**config.mk**
```make
export PLATFORM = sky130hd
export DESIGN_NAME = pcie_tlp_bridge
export DESIGN_NICKNAME = d
export VERILOG_FILES = /design/src/source/tlps_pkg.sv /design/src/source/pcie_tlp_bridge.sv /design/src/source/tlps_dst64.sv /design/src/source/tlps_src64.sv /design/src/source/tlps_tx_arbiter.sv
export SDC_FILE = /design/constraint.sdc
export NUM_CORES = 1
export LEC_CHECK = 0
export ABC_AREA = 1
export BUFFER_PORTS_ARGS = -buffer_cell sky130_fd_sc_hd__buf_2
export CAP_MARGIN = 20
export CORE_AREA = 2 2 232 234
export CTS_BUF_LIST = sky130_fd_sc_hd__clkbuf_4 sky130_fd_sc_hd__clkbuf_8 sky130_fd_sc_hd__clkbuf_16
export DETAILED_ROUTE_END_ITERATION = 10
export DIE_AREA = 0 0 234 236
export GPL_TIMING_DRIVEN = 1
export SETUP_SLACK_MARGIN = 0.05
export SYNTH_ARGS = -nofsm -noshare
export SYNTH_HDL_FRONTEND = slang
export SYNTH_SLANG_ARGS = --single-unit
```
**constraint.sdc**
```tcl
create_clock -name clk_pcie -period 3.9 [get_ports clk_pcie]
set_input_delay 0.195 -clock clk_pcie [delete_from_list [all_inputs] [get_ports clk_pcie]]
set_output_delay 0.195 -clock clk_pcie [all_outputs]
set_load 0.01 [all_outputs]
```
**src/source/tlps_pkg.sv**
```systemverilog
// Package tlps_pkg: stream widths, keep constants, 128-bit beat union and stream structs

package tlps_pkg;

    // --------------------
    // Widths
    // --------------------
    localparam int DW_BITS      = 32;
    localparam int QW_BITS      = 64;
    localparam int BEAT_DWS     = 4;
    localparam int BAR_HIT_BITS = 7;

    // Core keep patterns, full word or low double word only
    localparam logic [7:0] KEEP_QW = 8'hff;
    localparam logic [7:0] KEEP_DW = 8'h0f;

    // --------------------
    // Stream types
    // --------------------

    // One 128-bit beat, seen as double words or as quad words
    typedef union packed {
        logic [BEAT_DWS-1:0][DW_BITS-1:0]   dw;
        logic [1:0][QW_BITS-1:0]            qw;
    } tlp_beat_u;

    typedef struct packed {
        logic [BAR_HIT_BITS-1:0]    bar_hit;
        logic                       last;
        logic                       first;
    } tlps_user_t;

    typedef struct packed {
        tlp_beat_u                  data;
        logic [BEAT_DWS-1:0]        keep_dw;
        logic                       last;
        logic                       valid;
        tlps_user_t                 user;
    } tlps128_t;

    // Core side word, used for both transmit and receive
    typedef struct packed {
        logic [QW_BITS-1:0]         data;
        logic [QW_BITS/8-1:0]       keep;
        logic                       last;
        logic                       valid;
    } core64_t;

    typedef struct packed {
        logic [BAR_HIT_BITS-1:0]    bar_hit;
    } core_rx_user_t;

endpackage

```
**src/source/pcie_tlp_bridge.sv**
```systemverilog
// Module pcie_tlp_bridge: top level joining transmit arbiter, downsizer and receive upsizer

module pcie_tlp_bridge (
    input  logic                    clk_pcie,
    input  logic                    rst,
    input  tlps_pkg::tlps128_t      app_tx,
    input  tlps_pkg::tlps128_t      static_tx,
    input  logic                    core_tx_ready,
    input  tlps_pkg::core64_t       core_rx,
    input  tlps_pkg::core_rx_user_t core_rx_user,
    output logic                    app_ready,
    output logic                    static_ready,
    output tlps_pkg::core64_t       core_tx,
    output tlps_pkg::tlps128_t      rx_tlps
);

    import tlps_pkg::*;

    // --------------------
    // Transmit path
    // --------------------
    tlps128_t   arb_tx;
    logic       dst_ready;

    tlps_tx_arbiter u_arbiter (
        .clk_pcie     (clk_pcie),
        .rst          (rst),
        .app_tx       (app_tx),
        .static_tx    (static_tx),
        .out_ready    (dst_ready),
        .app_ready    (app_ready),
        .static_ready (static_ready),
        .out_tx       (arb_tx)
    );

    tlps_dst64 u_dst64 (
        .clk_pcie      (clk_pcie),
        .rst           (rst),
        .tlps_in       (arb_tx),
        .core_tx_ready (core_tx_ready),
        .tlps_ready    (dst_ready),
        .core_tx       (core_tx)
    );

    // --------------------
    // Receive path
    // --------------------
    tlps_src64 u_src64 (
        .clk_pcie     (clk_pcie),
        .rst          (rst),
        .core_rx      (core_rx),
        .core_rx_user (core_rx_user),
        .rx_tlps      (rx_tlps)
    );

endmodule

```
**src/source/tlps_dst64.sv**
```systemverilog
// Module tlps_dst64: 128-bit transmit beat to 64-bit core word downsizer

module tlps_dst64 (
    input  logic                clk_pcie,
    input  logic                rst,
    input  tlps_pkg::tlps128_t  tlps_in,
    input  logic                core_tx_ready,
    output logic                tlps_ready,
    output tlps_pkg::core64_t   core_tx
);

    import tlps_pkg::*;

    // Set while the upper quad word of the beat is on the bus
    logic   upper;
    logic   final_word;
    logic   upper_dw_present;
    logic   word_taken;

    // Beat ends here when the upper half is out or there is no upper half
    assign final_word = upper || !tlps_in.keep_dw[2];

    // Second double word of the selected half
    assign upper_dw_present = upper ? tlps_in.keep_dw[3] : tlps_in.keep_dw[1];

    assign word_taken = tlps_in.valid && core_tx_ready;

    // --------------------
    // Core word
    // --------------------
    always_comb begin
        core_tx.data  = tlps_in.data.qw[upper];
        core_tx.keep  = upper_dw_present ? KEEP_QW : KEEP_DW;
        core_tx.last  = tlps_in.last && final_word;
        core_tx.valid = tlps_in.valid;
    end

    // Beat is consumed only with its final word
    assign tlps_ready = word_taken && final_word;

    // --------------------
    // Half select
    // --------------------
    always_ff @(posedge clk_pcie) begin
        if (rst) begin
            upper <= 1'b0;
        end else if (word_taken) begin
            // Lower half of a two-word beat moves to the upper half
            upper <= !final_word;
        end
    end

endmodule

```
**src/source/tlps_src64.sv**
```systemverilog
// Module tlps_src64: 64-bit core receive word to 128-bit beat upsizer with sideband

module tlps_src64 (
    input  logic                    clk_pcie,
    input  logic                    rst,
    input  tlps_pkg::core64_t       core_rx,
    input  tlps_pkg::core_rx_user_t core_rx_user,
    output tlps_pkg::tlps128_t      rx_tlps
);

    import tlps_pkg::*;

    // --------------------
    // State
    // --------------------
    tlp_beat_u                  beat;
    logic                       first;
    logic                       tlast;
    logic [2:0]                 len;
    logic [BAR_HIT_BITS-1:0]    bar_hit;

    logic                       beat_valid;
    logic [2:0]                 next_base;
    logic [2:0]                 next_len;

    // Full once three or more double words are held, or the packet ended
    assign beat_valid = tlast || (len > 3'd2);

    // An emitted beat frees the buffer for the incoming word
    assign next_base = beat_valid ? 3'd0 : len;
    assign next_len  = next_base + 3'd1 + {2'b00, core_rx.keep[4]};

    always_ff @(posedge clk_pcie) begin
        if (rst) begin
            first <= 1'b1;
            tlast <= 1'b0;
            len   <= 3'd0;
        end else if (core_rx.valid) begin
            if (beat_valid) begin
                first <= tlast;
            end
            tlast <= core_rx.last;
            len   <= next_len;
        end else if (beat_valid) begin
            first <= tlast;
            tlast <= 1'b0;
            len   <= 3'd0;
        end
    end

    // Payload, written at the next double word offset
    always_ff @(posedge clk_pcie) begin
        if (core_rx.valid) begin
            beat.dw[next_base[1:0]]        <= core_rx.data[DW_BITS-1:0];
            beat.dw[next_base[1:0] + 2'd1] <= core_rx.data[2*DW_BITS-1:DW_BITS];
            bar_hit                        <= core_rx_user.bar_hit;
        end
    end

    // --------------------
    // Output beat
    // --------------------
    always_comb begin
        rx_tlps.data         = beat;
        rx_tlps.keep_dw      = {(len > 3'd3), (len > 3'd2), (len > 3'd1), 1'b1};
        rx_tlps.last         = tlast;
        rx_tlps.valid        = beat_valid;
        rx_tlps.user.first   = first;
        rx_tlps.user.last    = tlast;
        rx_tlps.user.bar_hit = bar_hit;
    end

endmodule

```
**src/source/tlps_tx_arbiter.sv**
```systemverilog
// Module tlps_tx_arbiter: packet-level round-robin arbiter of two 128-bit transmit streams

module tlps_tx_arbiter (
    input  logic                clk_pcie,
    input  logic                rst,
    input  tlps_pkg::tlps128_t  app_tx,
    input  tlps_pkg::tlps128_t  static_tx,
    input  logic                out_ready,
    output logic                app_ready,
    output logic                static_ready,
    output tlps_pkg::tlps128_t  out_tx
);

    import tlps_pkg::*;

    // Packet in progress, owner of the bus and previous owner
    logic       busy;
    logic       grant_static;
    logic       last_static;

    logic       pick_static;
    logic       pkt_done;
    tlps128_t   sel_tx;

    // --------------------
    // Grant decision
    // --------------------

    // Both asking: go to the one not served last
    always_comb begin
        if (app_tx.valid && static_tx.valid) begin
            pick_static = !last_static;
        end else begin
            pick_static = static_tx.valid;
        end
    end

    assign pkt_done = out_tx.valid && out_ready && out_tx.last;

    always_ff @(posedge clk_pcie) begin
        if (rst) begin
            busy         <= 1'b0;
            grant_static <= 1'b0;
            last_static  <= 1'b1;
        end else if (!busy) begin
            if (app_tx.valid || static_tx.valid) begin
                busy         <= 1'b1;
                grant_static <= pick_static;
            end
        end else if (pkt_done) begin
            // Release after the last beat goes through
            busy        <= 1'b0;
            last_static <= grant_static;
        end
    end

    // --------------------
    // Data mux
    // --------------------
    assign sel_tx = grant_static ? static_tx : app_tx;

    always_comb begin
        out_tx       = sel_tx;
        out_tx.valid = busy && sel_tx.valid;
    end

    // Ready follows the downstream only for the granted source
    assign app_ready    = out_ready && busy && !grant_static;
    assign static_ready = out_ready && busy && grant_static;

endmodule

```
==> results by group <==
Placed design
  • Hpwl dp: 36.25 mm
  • Global placer's final weighted congestion: 1.068
  • I/O Buffers: 556
  • DP Cell Count: 2103
  • Placed Area: 11400 um^2

Timing
  • Tcrit/Tclk final: 66.23%
  • Period minus WS final: 2.583 ns
  • Final Slew Violations: 0
  • Setup total negative slack: 0 ns
  • RSZ-0062 raised after global routing: no
  • Clk_skew: 0.01652 ns
  • Worst Max-Slew Pin Slew: 0.9903 ns
  • Fmax: 387.2 MHz
  • Final hold slack: 0.03988 ns
  • Normalized max-slew margin: 33.83%
  • Setup violators final: 0
  • Final hold violations: 0

Routing
  • First DRT Iteration DRCs: 549
  • DR WL/cell: 21.11 um
  • First-pass DRT Iterations: 5
  • Vias per std cell: 4.453
  • Final ANT Viol Nets: 0
  • DRC Markers: 0
  • Via count: 9622
  • WL final: 45.63 mm

Yosys
  • Yosys top cell area share: 49.69%
  • Post-synth EDFFs: 135
  • Post-synthesis sequential area ratio: 51.90%
  • Synth Warn #: 0
  • Share of flip-flops with an asynchronous set or reset: 0%
  • Top post-synthesis cells by area: edfxtp_1, o21ai_0, nand3_1, nor2_1, o22ai_1
  • FF+latch count, synth: 144
  • Top-count cell post-synth: o21ai_0
  • Synth unique cells: 25
  • Yosys top cell by area: edfxtp_1
  • Most common flop cell mapped by yosys: edfxtp_1
  • Post-Synthesis Cells: 933
  • Synth top cells by count: o21ai_0, nor2_1, edfxtp_1, nand3_1, o22ai_1
  • Synthesized area per cell: 8.744 um^2
  • Post-Syn Area: 8158 um^2

Global routing
  • Initial antenna violation count: 35
  • Vias in the first global route: 9089
  • Total track usage: 15.86%
  • Largest net degree at the start of global routing: 136
  • First-pass GRT wire length: 62.66 mm
  • Grt total ovfl: 0

Power
  • NetSw: 1.509 mW
  • Seq pwr share: 40.6%
  • Switching Fraction: 32.17%
  • Pint: 3.181 mW
  • Clk pwr share: 34.8%
  • Comb pwr share: 24.6%
  • P_leak: 5.333 nW
  • Final Power: 4.690 mW
  • Peak VDD IR: 0.2855 mV
  • Pwr Density: 384.9 nW/um^2

Setup path
  • Critical path class: reg2out
  • CP Launch Type: flip-flop
  • R2r worst-path depth: 5
  • R2r setup slk: 1.40 ns
  • Reg2Reg Capture Point: u_src64.beat[76]
  • CP Data Arrival Time: 2.39 ns
  • Worst reg2reg startpoint: u_src64.len[1]
  • Critical Path End Type: primary output
  • Critical path data required time: 3.70 ns
  • Worst Path Max Fanout: 51

Floorplanning
  • Area of the die: 55220 um^2
  • Area of the core: 53070 um^2
  • Rows: 85
  • Starting density of the core: 15.37%
  • Die H: 236 um
  • Chip width: 234 um
  • Ports: 589

Clock network
  • TritonCTS Buffers: 17
  • CTS root buffer: clkbuf_16
  • CTS tree: built
  • # clock sinks: 144
  • Clk buf depth: 2
  • # H-tree levels: 4
  • Clock transition at path regs: 0.07 ns
  • Post-CTS setup buffer count: 0
  • Worst-Skew Late Latency: 0.44 ns

Layout
  • Area Overhead vs Synth: 49.36%
  • Nets: 1820
  • Share of layout cells above drive strength 1: 42.88%
  • Fin cells: 2161
  • Final Cell Area: 12180 um^2
  • Filler Cell Count: 5915

Worst hold path
  • Hold_sp: static_tx[9]
  • Class of the worst hold path: in2reg
  • Min-Delay Endpoint: u_arbiter.grant_static
  • Hold Path Stages: 3

Run status
  • Status: finished clean

Flow run
  • Max Cap Violations: 0
flip-flops by register name, summed over array words and instances, names as in the netlist:
register,flops
u_src64.len,3
u_src64.bar_hit,7
u_arbiter.last_static,1
u_src64.tlast,1
u_dst64.upper,1
u_arbiter.busy,1
u_arbiter.grant_static,1
u_src64.first,1
u_src64.beat,128
kinds of logic after synthesis:
| family | synth area share (%) |
|---|---|
| AO/OA/AOI/OAI | 21.37 |
| flip-flops | 51.90 |
| adder cells (fa/ha/maj) | 1.534 |
| other | 0.04597 |
| AND/OR/NAND/NOR | 16.15 |
| buffers and inverters | 9.003 |
cell usage in the layout, fill, tap and decap left out, drive strengths merged:
cell type    count
buf            567
o21ai          261
nor2           138
nand3          136
edfxtp         135
o22ai           66
inv             62
nand2           23
clkbuf          17
diode           12
dlygate4sd3     10
ha              10
dfxtp            9
conb             5
clkinvlp         4
a21oi            4
clkinv           3
or2              2
bufinv           1
area by class of cell:
| class | instances | area (um^2) | area share (%) |
|---|---|---|---|
| antenna | 12 | 30.03 | 0.2465 |
| clock buffer | 17 | 425.4 | 3.491 |
| clock inverter | 15 | 147.6 | 1.212 |
| inverter | 55 | 214.0 | 1.756 |
| multi-input combinational | 645 | 3229 | 26.50 |
| sequential | 144 | 4239 | 34.79 |
| tap | 696 | 870.8 | 7.147 |
| timing repair buffer | 577 | 3028 | 24.85 |
worst max-delay path by stage:
stage	endpoint	depth (start not counted)	start
after floorplan	u_src64.beat[0]	4	u_src64.len[0]
after global routing	u_src64.beat[118]	6	u_src64.len[1]
final	core_tx[14]	4	u_dst64.upper
after global placement	u_src64.beat[76]	5	u_src64.len[1]
after detailed placement	u_src64.beat[127]	6	u_src64.tlast
after CTS	core_tx[14]	4	u_dst64.upper
metal layers:
metal  vias to the layer above  global-route usage, %  wire, um
met2                       629                  27.51     22530
met4                        12                  7.787      2240
met1                      4500                  18.00     17120
li1                       4368                      -         -
met5                         -                      0        75
met3                       113                  3.893      3659
critical path, stage by stage, from the launching register on:
cell	delay [ns]
dfxtp_2	0.33
inv_2	0.60
o21ai_0	0.54
o22ai_1	0.27
buf_2	0.18
what timing repair did:
| action | CTS | global route |
|---|---|---|
| endpoints found under the hold margin | 10 | 0 |
| hold buffers | 10 | 0 |
| gates resized for setup | 0 | 0 |
| setup endpoints to repair | 0 | 0 |
power by group through the flow:
stage	combinational [mW]	clock, mW	sequential [mW]
floorplan	0.486	0	2.00
CTS	1.15	1.66	1.91
finish	1.15	1.63	1.91
global route	1.26	1.72	1.91
global placement	1.13	0	1.94
detailed placement	1.13	0	1.94
through the flow:
step,worst slack [ns],util (%)
3_5_place_dp,1.330,21.48
2_1_floorplan,1.010,-
6_report,1.317,22.96
3_3_place_gp,1.281,21.48
5_1_grt,1.177,22.95
4_1_cts,1.275,22.75
Power figures use the tool's default switching activity.
